## config.mk

```make
export PLATFORM = sky130hd
export DESIGN_NAME = lsu_issue
export DESIGN_NICKNAME = d
export VERILOG_FILES = /design/src/lsu_pkg.sv /design/src/lsu_issue.sv
export SDC_FILE = /design/constraint.sdc
export NUM_CORES = 1
export LEC_CHECK = 0
export CORE_AREA = 2 2 81 83
export CTS_BUF_LIST = sky130_fd_sc_hd__clkbuf_16
export CTS_CLUSTER_SIZE = 10
export DETAILED_ROUTE_END_ITERATION = 10
export DIE_AREA = 0 0 83 85
export DONT_BUFFER_PORTS = 1
export SETUP_SLACK_MARGIN = 0.1
export SLEW_MARGIN = 20
export SYNTH_ARGS = -nofsm -noshare
export SYNTH_HDL_FRONTEND = slang
export SYNTH_SLANG_ARGS = --single-unit
```

## constraint.sdc

```tcl
create_clock -name clk_i -period 1.6 [get_ports clk_i]
set_clock_uncertainty 0.05 [all_clocks]
set_input_delay 0.08 -clock clk_i [delete_from_list [all_inputs] [get_ports clk_i]]
set_output_delay 0.08 -clock clk_i [all_outputs]
set_load 0.03 [all_outputs]
```

## src/lsu_pkg.sv

```systemverilog
package lsu_pkg;

  // data word or byte address
  typedef logic [31:0] word_t;

  // one enable bit per byte lane, lane 0 is bits 7:0
  typedef logic [3:0] be_t;

  // byte offset inside a word
  typedef logic [1:0] shamt_t;

  // access size, upper bit set means byte
  typedef logic [1:0] data_type_t;

  // extension of sub-word loads
  typedef logic [1:0] sign_ext_t;

  // access size encodings
  localparam data_type_t TYPE_WORD = 2'b00;
  localparam data_type_t TYPE_HALF = 2'b01;
  localparam data_type_t TYPE_BYTE = 2'b10;  // 2'b11 is a byte as well

  // extension encodings
  localparam sign_ext_t EXT_ZERO = 2'b00;  // fill upper bits with zeros
  localparam sign_ext_t EXT_SIGN = 2'b01;  // copy top bit of the loaded byte or half word
  localparam sign_ext_t EXT_ONES = 2'b10;  // fill upper bits with ones

  // byte lanes per word
  localparam int unsigned BYTES_PER_WORD = 4;

endpackage

```

## src/lsu_issue.sv

```systemverilog
`timescale 1ns/1ps

module lsu_issue (
  input  logic                   clk_i,
  input  logic                   rst_ni,

  // command port, held stable by the outside until cmd_done_o
  input  logic                   cmd_req_i,
  input  logic                   cmd_we_i,
  input  lsu_pkg::data_type_t    cmd_type_i,
  input  lsu_pkg::sign_ext_t     cmd_sign_ext_i,
  input  lsu_pkg::word_t         cmd_base_i,
  input  lsu_pkg::word_t         cmd_offset_i,
  input  lsu_pkg::word_t         cmd_wdata_i,
  output logic                   cmd_done_o,      // last access of the command granted

  // handshake back from lsu and bus
  input  logic                   lsu_ready_ex_i,
  input  logic                   data_gnt_i,
  input  logic                   data_misaligned_i,  // first access needs a second one

  // access towards the lsu
  output logic                   data_req_ex_o,
  output logic                   data_we_ex_o,
  output lsu_pkg::data_type_t    data_type_ex_o,
  output lsu_pkg::sign_ext_t     data_sign_ext_ex_o,
  output lsu_pkg::word_t         operand_a_ex_o,
  output lsu_pkg::word_t         operand_b_ex_o,
  output lsu_pkg::word_t         data_wdata_ex_o,
  output logic                   data_misaligned_ex_o,
  output logic                   ex_valid_o          // current access is the last one
);

  // which access of the held command is on the bus
  typedef enum logic {
    First,   // single access, or lower word of a split access
    Second   // upper word of a split access
  } issue_state_e;

  issue_state_e state_d, state_q;

  logic acc_taken;  // current access accepted by lsu and bus

  // command fields go straight through, the outside keeps them stable
  assign data_req_ex_o      = cmd_req_i;
  assign data_we_ex_o       = cmd_we_i;
  assign data_type_ex_o     = cmd_type_i;
  assign data_sign_ext_ex_o = cmd_sign_ext_i;
  assign data_wdata_ex_o    = cmd_wdata_i;  // lsu rotates it for both halves
  assign operand_b_ex_o     = cmd_offset_i;

  // second access moves one word up, lsu clears the low address bits
  always_comb begin
    operand_a_ex_o = cmd_base_i;
    if (state_q == Second) begin
      operand_a_ex_o = cmd_base_i + 32'd4;
    end
  end

  assign data_misaligned_ex_o = (state_q == Second);

  // a first access is the last one unless it spills into the next word
  always_comb begin
    if (state_q == Second) begin
      ex_valid_o = 1'b1;
    end else begin
      ex_valid_o = !data_misaligned_i;
    end
  end

  assign acc_taken  = data_req_ex_o && data_gnt_i && lsu_ready_ex_i;
  assign cmd_done_o = acc_taken && ex_valid_o;  // pulse on the final grant

  always_comb begin
    state_d = state_q;
    unique case (state_q)
      First: begin
        if (acc_taken && data_misaligned_i) begin
          state_d = Second;  // lower part granted, upper part next cycle
        end
      end
      Second: begin
        if (acc_taken) begin
          state_d = First;   // command complete
        end
      end
      default: state_d = First;
    endcase
  end

  always_ff @(posedge clk_i, negedge rst_ni) begin
    if (!rst_ni) begin
      state_q <= First;
    end else begin
      state_q <= state_d;
    end
  end

endmodule

```

==> impl_results.md <==
- Top cell type by total area after synthesis: buf_4
- Clock Latency Late Sink: 0 ns
- Pwr Total: 0.0003665 W
- Initial cell density of the core: 19.58%
- Async S/R FF share, synth: 100.0%
- Post-synthesis cell area: 1215 um^2
- Slew @ Worst Pin: 0.3479 ns
- Gp weighted congestion: 0.8124
- Fin cells: 192
- Post-synthesis cell count: 163
- Final setup TNS: 0 ns
- Rows: 29
- Worst hold slack: 0.1100 ns
- Ant. Diodes: 0
- Max cap viols: 0
- Routed WL: 4744 um
- Post-synth top area share: 45.11%
- Core area: 6205 um^2
- Synth Net Count: 271
- Die area: 7055 um^2
- Max stage delay cell, worst path: dfrtp_2
- Initial antenna violation count: 0
- Largest family of logic cells by synthesized area: buffers and inverters
- Register area: 26.28 um^2
- Final period utilization: 95.28%
- Yosys cell types: 22
- Top-count cell post-synth: buf_4
- Die H: 85 um
- Critical Path Max Stage Delay: 0.36 ns
- Max reg flops: 1
- Simple-gate share of the synthesized area: 28.94%
- DRC: 0
- Largest net degree at the start of global routing: 10
- Synth Area in Adders: 1.030%
- Critical path class: flop to output port
- Layout cell share with drive strength beyond 1: 60.00%
- Antenna Nets Post-Route: 0
- Wire per inst: 24.71 um
- Synth Flop Type: dfrtp_1
- Fmax: 656.0 MHz
- Static Leak: 0.5315 nW
- Fin. Hold Viols: 0
- First-pass GRT wire length: 6361 um
- Worst-path clk slew: 0 ns
- Dpl hpwl: 4444 um
- Die W: 83 um
- Fin. max-slew vios: 0
- Critical Path AT: 1.39 ns
- Power Dens Cells: 267.3 nW/um^2
- Setup-failing EPs final: 0
- Crit-path cells: nand4_4 > or2_1 > nor3_2 > xor2_2 > buf_4
- Xor/xnor share of the synthesized area: 20.91%
- GR Util All Layers: 12.12%
- Fin area: 1371 um^2
- Crit end category: output port
- Synth top cells by count: 73 x buf_4, 21 x xnor2_1, 14 x nand3_1, 9 x nand2_1, 9 x nand4_1
- Synth area leaders: buf_4 45%, xnor2_1 15%, nand3_1 5.8%
- RSZ-0062 raised after global routing: yes
- Area of the multi-input gates: 1044 um^2
- Syn_area_per_cell: 7.453 um^2
- IO Pins: 212
- Vias: 851
- VDD IR max: 0.00008346 V
- Layout area overhead: 12.87%
- Fillers: 658
- Post-synthesis compound-gate area fraction: 0.4119%
- Fin nets: 225
- EDFF count, synth: 0
- Placed cells: 188
- 1st-pass router iterations: 4
- YS warnings: 0
- Critical path peak fanout: 5
- PortBufs: 0
- Register area share after synthesis: 2.060%
- Worst slew margin: 76.63%
- Post-synthesis register bit count: 1
- Vias in the first global route: 838
- HP Class: input pin to output port
- Status: completed
- Grt total ovfl: 0
- Multiplexer area fraction after synthesis: 0.9269%
- Final worst path period need: 1.525 ns
- Via density: 4.432
- CP required: 1.47 ns
- Drt first-iter violations: 28
- Placed cell areas: 1305 um^2
- CP Launch Type: flop
[logic make-up after synthesis]
| logic type | count (synthesis) |
|---|---|
| buffers and inverters | 75 |
| and+or+nand+nor | 55 |
| xor gates and xnor gates | 29 |
| AOI/OAI and AO/OA | 1 |
| muxes | 1 |
| adders and majority gates | 1 |
| DFF | 1 |
[layout make-up]
| cell class | count | area share [%] |
|---|---|---|
| Multi-Input combinational cell | 87 | 76.09 |
| Sequential cell | 1 | 1.916 |
| Tap cell | 77 | 7.026 |
| Inverter | 1 | 0.2737 |
| Timing Repair Buffer | 26 | 14.69 |
[where the power goes]
part           switching [W]  total (W)  internal (W)  leakage [nW]
clock                      0          0             0             0
combinational       0.000196   0.000330      0.000135         0.520
sequential        0.00000486  0.0000364     0.0000316        0.0115
[timing repair]
| item | CTS | global route |
|---|---|---|
| hold buffers | 1 | 0 |
| endpoints found under the setup margin | 8 | 17 |
| hold endpoints to repair | 1 | 0 |
| resized for setup | 3 | 5 |
| pin swaps | 10 | 11 |
| setup buffers | 3 | 0 |
[worst max-delay path: cells and delay by family, from the launching register on]
family	cells	cell delay (ns)
and+or+nand+nor	3	0.72
DFF	1	0.36
buffers and inverters	1	0.17
xor gates and xnor gates	1	0.15
[path summary, 6_finish.rpt]
kind	startpoint	to	slack, ns	depth (start not counted)
worst max-delay path	data_misaligned_ex_o$_DFF_PN0_	operand_a_ex_o[14]	0.08	5
worst min-delay path	cmd_wdata_i[11]	data_wdata_ex_o[11]	0.11	0
worst max register to register	data_misaligned_ex_o$_DFF_PN0_	data_misaligned_ex_o$_DFF_PN0_	0.36	3
worst min register to register	data_misaligned_ex_o$_DFF_PN0_	data_misaligned_ex_o$_DFF_PN0_	0.79	3
max in group asynchronous	rst_ni	data_misaligned_ex_o$_DFF_PN0_	1.11	1
min in group asynchronous	rst_ni	data_misaligned_ex_o$_DFF_PN0_	0.26	1
[placed cells by master, fill, tap and decap left out, types with 2 or more instances in the layout]
master,count
and3_1,4
buf_4,24
nand2_1,8
nand3_1,10
nand3_2,3
nand4_1,9
nand4_4,2
nor2_1,2
nor2_2,3
nor3_4,2
nor4_4,2
xnor2_1,3
xnor2_2,5
xnor2_4,13
xor2_1,2
xor2_2,5
[metal layers]
| metal | share of wire, % | GRT usage [%] |
|---|---|---|
| met1 | 19 | 7.248 |
| met2 | 54 | 23.24 |
| met3 | 26 | 14.01 |
| met4 | 1.2 | 1.490 |
| met5 | 0 | 0 |
[metrics by stage]
step                      setup slack (ns)  utilization, %
after floorplan                    -0.1916               -
after global routing             0.0007792           22.10
after CTS                          0.05519           21.74
after global placement             0.04116           21.03
final                              0.07550           22.10
after detailed placement           0.01144           21.03
(Power assumes the default switching activity.)
