===== src/lsu_pkg.sv =====
package lsu_pkg;

  // data word or byte address
  typedef logic [31:0] word_t;

  // one enable bit per byte lane, lane 0 is bits 7:0
  typedef logic [3:0] be_t;

  // byte offset inside a word
  typedef logic [1:0] shamt_t;

  // access size, upper bit set means byte
  typedef logic [1:0] data_type_t;

  // extension of sub-word loads
  typedef logic [1:0] sign_ext_t;

  // access size encodings
  localparam data_type_t TYPE_WORD = 2'b00;
  localparam data_type_t TYPE_HALF = 2'b01;
  localparam data_type_t TYPE_BYTE = 2'b10;  // 2'b11 is a byte as well

  // extension encodings
  localparam sign_ext_t EXT_ZERO = 2'b00;  // fill upper bits with zeros
  localparam sign_ext_t EXT_SIGN = 2'b01;  // copy top bit of the loaded byte or half word
  localparam sign_ext_t EXT_ONES = 2'b10;  // fill upper bits with ones

  // byte lanes per word
  localparam int unsigned BYTES_PER_WORD = 4;

endpackage


===== src/load_store_unit.sv =====
`timescale 1ns/1ps

module load_store_unit (
  input  logic                   clk_i,
  input  logic                   rst_ni,

  // data bus
  output logic                   data_req_o,
  input  logic                   data_gnt_i,
  input  logic                   data_rvalid_i,
  input  logic                   data_err_i,
  output lsu_pkg::word_t         data_addr_o,
  output logic                   data_we_o,
  output lsu_pkg::be_t           data_be_o,
  output lsu_pkg::word_t         data_wdata_o,
  input  lsu_pkg::word_t         data_rdata_i,

  // access from the sequencer
  input  logic                   data_req_ex_i,
  input  logic                   data_we_ex_i,
  input  lsu_pkg::data_type_t    data_type_ex_i,
  input  lsu_pkg::sign_ext_t     data_sign_ext_ex_i,
  input  lsu_pkg::word_t         operand_a_ex_i,
  input  lsu_pkg::word_t         operand_b_ex_i,
  input  lsu_pkg::word_t         data_wdata_ex_i,
  input  logic                   data_misaligned_ex_i,  // this is the second access
  input  logic                   ex_valid_i,            // this is the last access
  output logic                   data_misaligned_o,     // a second access is needed
  output logic                   lsu_ready_ex_o,

  // response port
  output logic                   rsp_valid_o,
  output lsu_pkg::word_t         rsp_rdata_o,
  output logic                   rsp_err_o,
  output logic                   busy_o
);

  lsu_pkg::word_t  addr_sum;
  lsu_pkg::shamt_t shamt;
  lsu_pkg::be_t    base_be;
  logic [7:0]      be_wide;   // mask shifted into two words
  logic [63:0]     wdata_dbl;

  assign addr_sum = operand_a_ex_i + operand_b_ex_i;
  assign shamt    = addr_sum[1:0];  // same on both accesses, operand_a moves by 4

  always_comb begin
    data_addr_o = addr_sum;
    if (data_misaligned_ex_i) begin
      data_addr_o = {addr_sum[31:2], 2'b00};  // second access starts at lane 0
    end
  end

  // unshifted mask by size
  always_comb begin
    if (data_type_ex_i[1]) begin
      base_be = 4'b0001;
    end else if (data_type_ex_i[0]) begin
      base_be = 4'b0011;
    end else begin
      base_be = 4'b1111;
    end
  end

  // lanes past lane 3 belong to the next word
  assign be_wide   = {4'b0000, base_be} << shamt;
  assign data_be_o = data_misaligned_ex_i ? be_wide[7:4] : be_wide[3:0];

  // rotate left by the offset, spilled bytes wrap to the low lanes
  assign wdata_dbl    = {2{data_wdata_ex_i}} << {shamt, 3'b000};
  assign data_wdata_o = wdata_dbl[63:32];
  assign data_we_o    = data_we_ex_i;

  // only the first access of a command can be split
  always_comb begin
    data_misaligned_o = 1'b0;
    if (data_req_ex_i && !data_misaligned_ex_i) begin
      data_misaligned_o = (data_type_ex_i == lsu_pkg::TYPE_WORD && shamt != 2'b00) ||
                          (data_type_ex_i == lsu_pkg::TYPE_HALF && shamt == 2'b11);
    end
  end

  // outstanding rvalid tracking, the ExStall states are mid-command
  typedef enum logic [1:0] {
    Idle, WaitRValid, WaitRValidExStall, IdleExStall
  } req_state_e;

  req_state_e state_d, state_q;
  logic       req_allowed;
  logic       granted;

  always_comb begin
    req_allowed = 1'b0;
    unique case (state_q)
      Idle, IdleExStall:             req_allowed = 1'b1;
      WaitRValid, WaitRValidExStall: req_allowed = data_rvalid_i;  // rvalid frees the slot
      default:                       req_allowed = 1'b0;
    endcase
  end

  assign data_req_o     = data_req_ex_i && req_allowed;
  assign granted        = data_req_o && data_gnt_i;
  assign lsu_ready_ex_o = !data_req_ex_i || granted;

  always_comb begin
    state_d = state_q;
    if (granted) begin
      state_d = ex_valid_i ? WaitRValid : WaitRValidExStall;
    end else begin
      unique case (state_q)
        WaitRValid: begin
          if (data_rvalid_i) begin
            state_d = Idle;
          end
        end
        WaitRValidExStall: begin
          if (data_rvalid_i) begin
            state_d = IdleExStall;  // second access held off by the bus
          end
        end
        IdleExStall: begin
          if (!data_req_ex_i) begin
            state_d = Idle;
          end
        end
        default: state_d = Idle;
      endcase
    end
  end

  assign busy_o = (state_q != Idle) || data_req_o;

  // how the next response fits into the word
  typedef enum logic [1:0] {
    RespRegular,     // whole access in one word
    RespMisaligned,  // lower part of a split access
    RespAligned      // upper part of a split access
  } resp_state_e;

  resp_state_e         resp_state_d, resp_state_q;
  lsu_pkg::be_t        mask_q;      // request properties latched at grant
  lsu_pkg::shamt_t     shamt_q;
  lsu_pkg::data_type_t type_q;
  lsu_pkg::sign_ext_t  sign_ext_q;
  logic                last_q;
  logic                err_q;       // errors of earlier accesses in this command
  logic                err_any;
  logic                ext_bit;
  lsu_pkg::word_t      rd_masked, merged, extended, rsp_word;
  lsu_pkg::word_t      part_q;      // lower part of a split load
  lsu_pkg::word_t      rsp_q;

  always_comb begin
    resp_state_d = resp_state_q;
    if (granted && data_misaligned_o) begin
      resp_state_d = RespMisaligned;  // wins over an rvalid of the previous command
    end else if (data_rvalid_i) begin
      resp_state_d = (resp_state_q == RespMisaligned) ? RespAligned : RespRegular;
    end
  end

  always_comb begin
    rd_masked = data_rdata_i & {{8{mask_q[3]}}, {8{mask_q[2]}}, {8{mask_q[1]}}, {8{mask_q[0]}}};
    if (resp_state_q == RespAligned) begin
      // spilled bytes sit above the ones from the first word
      merged = (rd_masked << (6'd32 - {1'b0, shamt_q, 3'b000})) | part_q;
    end else begin
      merged = rd_masked >> {shamt_q, 3'b000};
    end

    unique case (sign_ext_q)
      lsu_pkg::EXT_ZERO: ext_bit = 1'b0;
      lsu_pkg::EXT_ONES: ext_bit = 1'b1;
      default:           ext_bit = type_q[1] ? merged[7] : merged[15];
    endcase

    if (type_q[1]) begin
      extended = {{24{ext_bit}}, merged[7:0]};
    end else if (type_q[0]) begin
      extended = {{16{ext_bit}}, merged[15:0]};
    end else begin
      extended = merged;  // words need no fill
    end
  end

  assign err_any  = err_q || data_err_i;
  assign rsp_word = err_any ? '0 : extended;  // failed commands return zero

  assign rsp_valid_o = data_rvalid_i && last_q;
  assign rsp_rdata_o = rsp_valid_o ? rsp_word : rsp_q;
  assign rsp_err_o   = rsp_valid_o && err_any;

  always_ff @(posedge clk_i) begin
    if (data_rvalid_i) begin
      part_q <= merged;
    end
  end

  always_ff @(posedge clk_i, negedge rst_ni) begin
    if (!rst_ni) begin
      state_q      <= Idle;
      resp_state_q <= RespRegular;
      mask_q       <= '0;
      shamt_q      <= '0;
      type_q       <= '0;
      sign_ext_q   <= '0;
      last_q       <= 1'b0;
      err_q        <= 1'b0;
      rsp_q        <= '0;
    end else begin
      state_q      <= state_d;
      resp_state_q <= resp_state_d;
      if (granted) begin
        mask_q     <= data_be_o;
        shamt_q    <= shamt;
        type_q     <= data_type_ex_i;
        sign_ext_q <= data_sign_ext_ex_i;
        last_q     <= ex_valid_i;
      end
      if (data_rvalid_i) begin
        err_q <= last_q ? 1'b0 : err_any;  // clear once the command answers
      end
      if (rsp_valid_o) begin
        rsp_q <= rsp_word;
      end
    end
  end

endmodule


===== config.mk =====
export PLATFORM = sky130hd
export DESIGN_NAME = load_store_unit
export DESIGN_NICKNAME = d
export VERILOG_FILES = /design/src/lsu_pkg.sv /design/src/load_store_unit.sv
export SDC_FILE = /design/constraint.sdc
export NUM_CORES = 1
export LEC_CHECK = 0
export ABC_AREA = 0
export BUFFER_PORTS_ARGS = -buffer_cell sky130_fd_sc_hd__buf_2
export CORE_ASPECT_RATIO = 0.6
export CORE_MARGIN = 10
export CORE_UTILIZATION = 55
export CTS_CLUSTER_DIAMETER = 40
export DETAILED_ROUTE_END_ITERATION = 16
export PLACE_DENSITY = 0.88
export SETUP_SLACK_MARGIN = 0.1
export SYNTH_ARGS = -nofsm -noshare
export SYNTH_HDL_FRONTEND = slang
export SYNTH_SLANG_ARGS = --single-unit
export TNS_END_PERCENT = 1

===== constraint.sdc =====
create_clock -name clk_i -period 7.3 [get_ports clk_i]
set_clock_uncertainty 0.05 [all_clocks]
set_input_delay 0.73 -clock clk_i [delete_from_list [all_inputs] [get_ports clk_i]]
set_output_delay 0.73 -clock clk_i [all_outputs]
set_load 0.01 [all_outputs]

==> results.cfg, run 1 <==
[worst_setup_path]
arrival_ns = 4.49
cp-end-kind = output port
worst_path_max_delay_cell = dfrtp_1
crit_chain = inv_1 > ha_1 > nor2_1 > a211oi_1 > a21oi_2 > mux2i_2 > a211oi_4 > a221o_1 > buf_2
worstPathRequired_ns = 6.52
cp_top_family = compound AO/OA/AOI/OAI gates
criticalPathCategory = flip-flop to output port
cp_max_fo = 35
crit_buf_inv = 2
max_stage_delay_ns = 1.03
startpoint_type = flip-flop

[detailed_routing]
vias_per_cell = 6.36
ant_nets = 0
via_count = 7461
routedWlPerCell_um = 21.0
drt-initial-drc-count = 979
drc_errors = 0
dr.pass1.iters = 6
drt_wl_total_mm = 24.6

[synthesis]
synth_fp_nets = 999
synth.avg_cell_area_um2 = 8.77
syn_area_um2 = 7200
synth.yosys.seq_area_share = 0.300
ys_dominant_reg_cell = dfrtp_1
yosys.area.top_type = dfrtp_1
ys_seq_elements = 80
ys_warn_count = 0
synth_top_area_frac = 0.167
synthCells = 821
ys_types = 71
synth_commonest_cells = 105 x nand2_1, 73 x a21oi_1, 71 x nor2_1
synth_area_leaders = dfrtp_1 17%, edfxtp_1 13%, mux4_2 10%
post-synth-top-count-cell = nand2_1
synth_edf_count = 32
async_flop_share = 0.600

[floorplan]
die-area_um2 = 18200
num_rows = 32
die_y_um = 109
coreArea_um2 = 12800
start_util = 0.562
ioPinCount = 248
die_w_um = 168

[pwr]
power_uw = 2470
vdd_drop_max_v = 0.000152
leakage_uw = 0.00395
power_density_nw_per_um2 = 291

[final_layout]
final_layout_size_suffix_gt1_frac = 0.318
diodes = 0
layout.nets = 1176
final.fill_count = 1070
regArea_um2 = 2160
multi_input_area_um2 = 4480
areaGrowthSynthToFinish_pct = 18.3

[timing]
fmax_mhz = 190
slew_headroom = 0.221
finalSetupViolations = 0
period_share = 0.722
post-route-min-period_ns = 5.27
fin_setup_tns_ns = 0
worst_slew_pin_slew_ns = 1.17
drv_slew = 0
rsz0062_at_grt = false
finalHoldViolCount = 0

[cts]
cts_tree = built
cts_buffer_depth = 2
cts_root_buffer = clkbuf_16
path_clk_slew_ns = 0.06
clock-sinks = 80
cts-hold-fix-buffers = 0
cts_htree_levels = 3
ctsResizeCount = 0
cts_made_buffers = 9
insertion_delay_ns = 0.34
cts_setup_buffers = 0

[global_route]
grt_max_degree = 63
grt_pass1_vias = 6923
grtUsageTotal = 0.258
grt_pass1_wl_mm = 38.4
overflow = 0
antenna_found_initial = 0

[placement]
dpl.hpwl_mm = 19.3
gp_congestion = 0.994
port_buffers = 245

[flow_run]
cap_violations = 0

[run_status]
status = finished, final reports clean

[hold_path]
hp-class = flip-flop to flip-flop
==> sequential cells by signal, indices dropped and copies added (netlist names) <==
register and cells:
type_q 2, err_q 1, last_q 1, state_q 2, mask_q 4, sign_ext_q 2
resp_state_q 2, part_q 32, rsp_q 32, shamt_q 2
==> per-layer routing <==
metal / wire (um) / up-vias / global-route usage
met4: 336 / 0 / 0.0532
met2: 10900 / 504 / 0.385
met3: 3150 / 37 / 0.0905
li1: - / 3417 / -
met1: 10300 / 3503 / 0.357
met5: 0 / - / 0
==> worst paths after layout <==
| check | from | end | slack [ns] | depth (start not counted) |
|---|---|---|---|---|
| max | shamt_q[1]$_DFFE_PN0P_ | rsp_rdata_o[27] | 2.03 | 9 |
| min | rsp_q[8]$_DFF_PN0_ | rsp_q[8]$_DFF_PN0_ | 0.41 | 2 |
| max reg2reg | shamt_q[1]$_DFFE_PN0P_ | rsp_q[16]$_DFF_PN0_ | 3.19 | 8 |
| min reg2reg | rsp_q[8]$_DFF_PN0_ | rsp_q[8]$_DFF_PN0_ | 0.41 | 2 |
| max in group asynchronous | rst_ni | rsp_q[3]$_DFF_PN0_ | 5.91 | 1 |
| min in group asynchronous | rst_ni | rsp_q[9]$_DFF_PN0_ | 0.57 | 1 |
==> placed cells by master (no fill, tap or decap), types with 7 or more instances in the layout <==
cell       instances
nand3_1           10
o311ai_0           8
a31oi_1           25
buf_2            245
clkbuf_16          9
a22o_1             8
dfrtp_1           48
a21oi_1           73
o21a_1             7
o21ai_0           56
xor2_1             8
a221o_1           16
nor3_1            12
nand2b_1           7
nor2b_1            7
nand2_1          105
mux4_2            32
nor2_1            71
or3_1              8
nand4_1            7
o22ai_1           17
o31a_1             7
inv_1             27
a311oi_1           8
a21o_1            13
edfxtp_1          32
ha_1              35
xnor2_1           21
==> worst min-delay path: cells and delay by family (launching register included) <==
kind / cells / cell delay (ns)
DFF: 1 / 0.33
and+or+nand+nor: 2 / 0.10
==> logic make-up after synthesis <==
kind of cell / share of synthesized area
xor+xnor: 0.0353
simple gates: 0.153
compound gates: 0.261
buf+inv: 0.0793
flops: 0.300
mux: 0.106
fa+ha+maj: 0.0654
==> power breakdown <==
| group | total [uW] | switching (uW) | internal [uW] |
|---|---|---|---|
| sequential | 749 | 128 | 622 |
| combinational | 1260 | 778 | 487 |
| clock | 459 | 192 | 267 |
| total | 2470 | 1100 | 1380 |
==> layout make-up <==
| cell class | count | share of cell area |
|---|---|---|
| Clock buffer | 10 | 0.0269 |
| Multi-Input combinational cell | 629 | 0.526 |
| Sequential cell | 80 | 0.254 |
| Clock inverter | 6 | 0.00764 |
| Timing Repair Buffer | 250 | 0.148 |
| Inverter | 28 | 0.0123 |
| Tap cell | 170 | 0.0250 |
==> metrics by stage <==
| step | worst slack (ns) | util | hold WS, ns | cell area [um^2] | instances |
|---|---|---|---|---|---|
| 6_report | 2.03 | 0.664 | 0.415 | 8510 | 1173 |
| 5_1_grt | 1.83 | 0.664 | 0.446 | 8510 | 1173 |
| 4_1_cts | 2.26 | 0.664 | 0.422 | 8510 | 1173 |
| 3_5_place_dp | 2.66 | 0.642 | 0.402 | 8220 | 1157 |
| 3_3_place_gp | 2.73 | 0.642 | 0.400 | 8220 | 1157 |
| 2_1_floorplan | 3.72 | - | 0.384 | 7200 | 821 |
Power figures use the tool's default switching activity.
==> run 2, diff against run 1 <==
--- a/config.mk
+++ b/config.mk
@@ -9,10 +9,10 @@
 export BUFFER_PORTS_ARGS = -buffer_cell sky130_fd_sc_hd__buf_2
 export CORE_ASPECT_RATIO = 0.6
 export CORE_MARGIN = 10
-export CORE_UTILIZATION = 55
+export CORE_UTILIZATION = 52
 export CTS_CLUSTER_DIAMETER = 40
 export DETAILED_ROUTE_END_ITERATION = 16
-export PLACE_DENSITY = 0.88
+export PLACE_DENSITY = 0.83
 export SETUP_SLACK_MARGIN = 0.1
 export SYNTH_ARGS = -nofsm -noshare
 export SYNTH_HDL_FRONTEND = slang
==> constraint.sdc (replaced) <==
create_clock -name clk_i -period 5.1 [get_ports clk_i]
set_clock_uncertainty 0.05 [all_clocks]
set_input_delay 0.51 -clock clk_i [delete_from_list [all_inputs] [get_ports clk_i]]
set_output_delay 0.51 -clock clk_i [all_outputs]
set_load 0.01 [all_outputs]
==> run 2 against run 1 <==
Against the previous run: non-clock buffer count rose by 4; die area grew 4.9%; wire length rose by 0.98%; largest cell class unchanged; clock power up 33%.
==> results.cfg, run 2 (synthesis gave the netlist of run 1 again) <==
[run_status]
status = finished, final reports clean

[detailed_routing]
vias_per_cell = 6.26
drt_wl_total_mm = 24.9
drc_errors = 0
ant_nets = 0
dr.pass1.iters = 6
routedWlPerCell_um = 21.0
drt-initial-drc-count = 1007
via_count = 7413

[worst_setup_path]
cp-end-kind = output port
r2r_end = rsp_q[16]$_DFF_PN0_
cp_max_fo = 25
rr_worst_depth = 8
worst_path_max_delay_cell = a211oi_4
crit_chain = inv_2 > ha_1 > nor2_1 > a211oi_1 > a21oi_2 > mux2i_2 > a211oi_4 > a221o_1 > buf_2
criticalPathCategory = flip-flop to output port
crit_path_end = rsp_rdata_o[31]
reg2reg_from = shamt_q[0]$_DFFE_PN0P_
worstPathRequired_ns = 4.54
startpoint_type = flip-flop
rrSetupSlack_ns = 2.12
cp-startpoint = shamt_q[0]$_DFFE_PN0P_
max_stage_delay_ns = 0.77
arrival_ns = 3.35

[cts]
cts_setup_buffers = 0
ctsResizeCount = 0
cts_buffer_depth = 2
cts_made_buffers = 9
cts_tree = built
clock-sinks = 80
cts_root_buffer = clkbuf_16
insertion_delay_ns = 0.34
cts_htree_levels = 3
path_clk_slew_ns = 0.06
cts-hold-fix-buffers = 0

[timing]
fmax_mhz = 256
drv_slew = 0
slew_headroom = 0.357
fin_setup_tns_ns = 0
finalSetupViolations = 0
rsz0062_at_grt = false
period_share = 0.766
post-route-min-period_ns = 3.91
worst_slew_pin_slew_ns = 0.964
finalHoldViolCount = 0

[pwr]
internal_power_uw = 1950
switchingPower_uw = 1560
seq_power_share = 0.296
power_uw = 3510
leakage_uw = 0.00396
sw_frac_of_total = 0.443
p_comb_frac = 0.530
vdd_drop_max_v = 0.000296
clkPwrFrac = 0.174
power_density_nw_per_um2 = 411

[global_route]
grt_pass1_wl_mm = 38.5
overflow = 0
grt_pass1_vias = 6896
grtUsageTotal = 0.248
antenna_found_initial = 2
grt_max_degree = 62

[final_layout]
multi_input_area_um2 = 4480
mostFrequentLayoutCells = 245 x buf_2, 105 x nand2_1, 73 x a21oi_1
areaGrowthSynthToFinish_pct = 18.7
layout.nets = 1180
regArea_um2 = 2160
final_layout_size_suffix_gt1_frac = 0.320
mostFrequentLayoutCell = buf_2
final.fill_count = 1154
reg.largest.list = part_q: 32 flops, rsp_q: 32 flops, mask_q: 4 flops

[flow_run]
cap_violations = 0

[floorplan]
die-area_um2 = 19100
die_y_um = 111
die_w_um = 172
start_util = 0.530
coreArea_um2 = 13600
ioPinCount = 248
num_rows = 33

[placement]
gp_congestion = 0.956
port_buffers = 245
dpl.hpwl_mm = 19.6

[hold_path]
hp-class = primary input to asynchronous set/reset pin
==> run 2: worst max-delay path: cells and delay by family (launching register included) <==
kind	cells	cell delay, ns
mux	1	0.15
compound gates	4	1.41
fa+ha+maj	1	0.48
flops	1	0.35
buf+inv	2	0.33
simple gates	1	0.28
==> run 2: area by class of cell <==
type	count	area share
multi-input cells	629	0.524
flip-flops and latches	80	0.253
repair buffers	254	0.151
clock buffers	12	0.0302
well taps	175	0.0256
inverters	28	0.0123
clock inverters	4	0.00308
diodes	2	0.000586
==> run 2: power groups by stage <==
| stage | Combinational (uW) | Clock (uW) | Sequential (uW) |
|---|---|---|---|
| after CTS | 1830 | 620 | 1030 |
| after detailed placement | 1820 | 0 | 1040 |
| after global placement | 1810 | 0 | 1040 |
| after floorplan | 1360 | 0 | 957 |
| after global routing | 2030 | 650 | 1060 |
| final | 1860 | 611 | 1040 |
==> run 2: how the worst min path moves through the flow <==
stage	start	endpoint	slack, ns	cells after the start
6_report	rst_ni	state_q[1]$_DFFE_PN0P_	0.23	2
5_1_grt	rst_ni	state_q[1]$_DFFE_PN0P_	0.29	2
4_1_cts	rst_ni	state_q[1]$_DFFE_PN0P_	0.25	2
3_5_place_dp	rsp_q[15]$_DFF_PN0_	rsp_q[15]$_DFF_PN0_	0.40	2
3_3_place_gp	rsp_q[11]$_DFF_PN0_	rsp_q[11]$_DFF_PN0_	0.39	2
2_1_floorplan	rst_ni	err_q$_DFFE_PN0P_	0.16	0
==> run 2: per-stage QoR <==
step	hold WS, ns	util	area [um^2]	std cells	setup WS, ns
floorplan	0.164	-	7200	821	1.96
global placement	0.393	0.608	8260	1166	1.69
detailed placement	0.398	0.608	8260	1166	1.64
CTS	0.252	0.629	8540	1182	1.23
global route	0.289	0.629	8540	1184	0.996
finish	0.231	0.629	8540	1184	1.19
==> run 2: metal layers <==
metal	vias up	global-route usage	part of all wire
met5	-	0	0
met4	0	0.0492	0.011
met3	26	0.0597	0.12
met2	508	0.341	0.42
met1	3452	0.379	0.45
li1	3427	-	-
==> run 3, diff against run 2 <==
==> constraint.sdc (replaced) <==
create_clock -name clk_i -period 3.9 [get_ports clk_i]
set_clock_uncertainty 0.05 [all_clocks]
set_input_delay 0.39 -clock clk_i [delete_from_list [all_inputs] [get_ports clk_i]]
set_output_delay 0.39 -clock clk_i [all_outputs]
set_load 0.01 [all_outputs]
==> run 3 against run 2 <==
Against the previous run: cell count increased by 0.17%; clock-buffer cell count grew 1; register-to-register slack lost 0.93 ns; via count grew 0.26%; global-route usage increased by 0.52 points; total power grew 33%; non-clock buffer count grew 3; die area unchanged; worst hold slack lost 0.037 ns; clock power up 41%; sequential power is 27% higher; sequential cell count is the same; largest power group unchanged.
==> results.cfg, run 3 (synthesis gave the netlist of run 1 again) <==
[cts]
cts_setup_buffers = 0
cts_made_buffers = 9
cts_root_buffer = clkbuf_16
clock-sinks = 80
ctsResizeCount = 0
cts_htree_levels = 3
path_clk_slew_ns = 0.06
cts_tree = built
cts-hold-fix-buffers = 0
cts_buffer_depth = 2
insertion_delay_ns = 0.34

[floorplan]
die-area_um2 = 19100
num_rows = 33
start_util = 0.530
die_w_um = 172
die_y_um = 111
ioPinCount = 248
coreArea_um2 = 13600

[detailed_routing]
vias_per_cell = 6.27
drt-initial-drc-count = 1219
dr.pass1.iters = 8
drc_errors = 0
routedWlPerCell_um = 21.2
ant_nets = 0
drt_wl_total_mm = 25.2
via_count = 7432

[global_route]
grt_max_degree = 62
antenna_found_initial = 1
grt_pass1_wl_mm = 38.9
grt_pass1_vias = 6980
overflow = 0
grtUsageTotal = 0.253

[final_layout]
mostFrequentLayoutCells = 245 x buf_2, 105 x nand2_1, 73 x a21oi_1
final_layout_size_suffix_gt1_frac = 0.321
areaGrowthSynthToFinish_pct = 19.4
layout.nets = 1183
mostFrequentLayoutCell = buf_2
utilization = 0.633
reg.largest.list = part_q: 32 flops, rsp_q: 32 flops, mask_q: 4 flops

[flow_run]
cap_violations = 0

[worst_setup_path]
arrival_ns = 3.09
reg2reg_from = resp_state_q[0]$_DFFE_PN0P_
cp_max_fo = 19
cp-end-kind = output port
worst_path_max_delay_cell = a21oi_1
cp_top_family = compound AO/OA/AOI/OAI gates
path_depth = 8
startpoint_type = flip-flop
criticalPathCategory = flip-flop to output port
rrSetupSlack_ns = 1.19
rr_worst_depth = 7
worstPathRequired_ns = 3.46
r2r_end = rsp_q[15]$_DFF_PN0_
crit_chain = nand2b_1 > nand4_1 > o311a_1 > mux2i_1 > a21oi_1 > o21ai_0 > nand2_1 > buf_2
max_stage_delay_ns = 0.56
crit_buf_inv = 1
crit_path_end = rsp_rdata_o[15]
cp-startpoint = resp_state_q[0]$_DFFE_PN0P_

[placement]
dpl.hpwl_mm = 19.8
port_buffers = 245
gp_congestion = 0.961

[timing]
period_share = 0.905
post-route-min-period_ns = 3.53
finalHoldViolCount = 0
worst_slew_pin_slew_ns = 1.30
rsz0062_at_grt = false
drv_slew = 0
fin_setup_tns_ns = 0
fmax_mhz = 283
finalSetupViolations = 0
slew_headroom = 0.130

[pwr]
power_uw = 4680
vdd_drop_max_v = 0.000377
leakage_uw = 0.00398
power_density_nw_per_um2 = 544

[hold_path]
hp-class = primary input to flip-flop

[run_status]
status = finished, final reports clean
run 3: through the flow:
step                      setup slack (ns)  cell area, um^2  hold slack, ns  instances
final                                0.371             8600           0.194       1186
after global routing                 0.221             8600           0.217       1186
after CTS                            0.308             8570           0.192       1184
after detailed placement             0.683             8270           0.400       1168
after global placement               0.738             8270           0.398       1168
after floorplan                      0.998             7200          0.0444        821
run 3: worst min-delay path by stage:
stage                                startpoint                   endpoint  slack (ns)  cells past startpoint
final                     data_sign_ext_ex_i[1]  sign_ext_q[1]$_DFFE_PN0P_        0.19                      3
after global placement      rsp_q[14]$_DFF_PN0_        rsp_q[14]$_DFF_PN0_        0.40                      2
after detailed placement    rsp_q[15]$_DFF_PN0_        rsp_q[15]$_DFF_PN0_        0.40                      2
after floorplan                          rst_ni          err_q$_DFFE_PN0P_        0.04                      0
after global routing      data_sign_ext_ex_i[0]  sign_ext_q[0]$_DFFE_PN0P_        0.22                      3
after CTS                 data_sign_ext_ex_i[1]  sign_ext_q[1]$_DFFE_PN0P_        0.19                      3
run 3: metal layers:
metal  vias to the layer above  GRT usage  wire length (um)
li1                       3439          -                 -
met4                         0     0.0606               414
met2                       508      0.347             10700
met3                        35     0.0757              3350
met5                         -          0                 0
met1                      3450      0.375             10700
run 3: worst min-delay path: cells and delay by family:
kind          cells  cell delay (ns)
buf+inv           1             0.07
simple gates      2             0.09
run 3: area by class of cell:
type | instances | area (um^2)
fill | 1203 | 4990
multi-input combinational | 629 | 4480
sequential | 80 | 2160
timing repair buffer | 257 | 1330
clock buffer | 13 | 262
tap | 175 | 219
inverter | 28 | 105
clock inverter | 3 | 42.5
antenna | 1 | 2.50
run 3: where the power goes:
part	leakage [uW]	switching [uW]	internal, uW
clock network	0.000145	329	534
logic	0.00287	1550	937
registers	0.000969	155	1170
total	0.00398	2040	2640
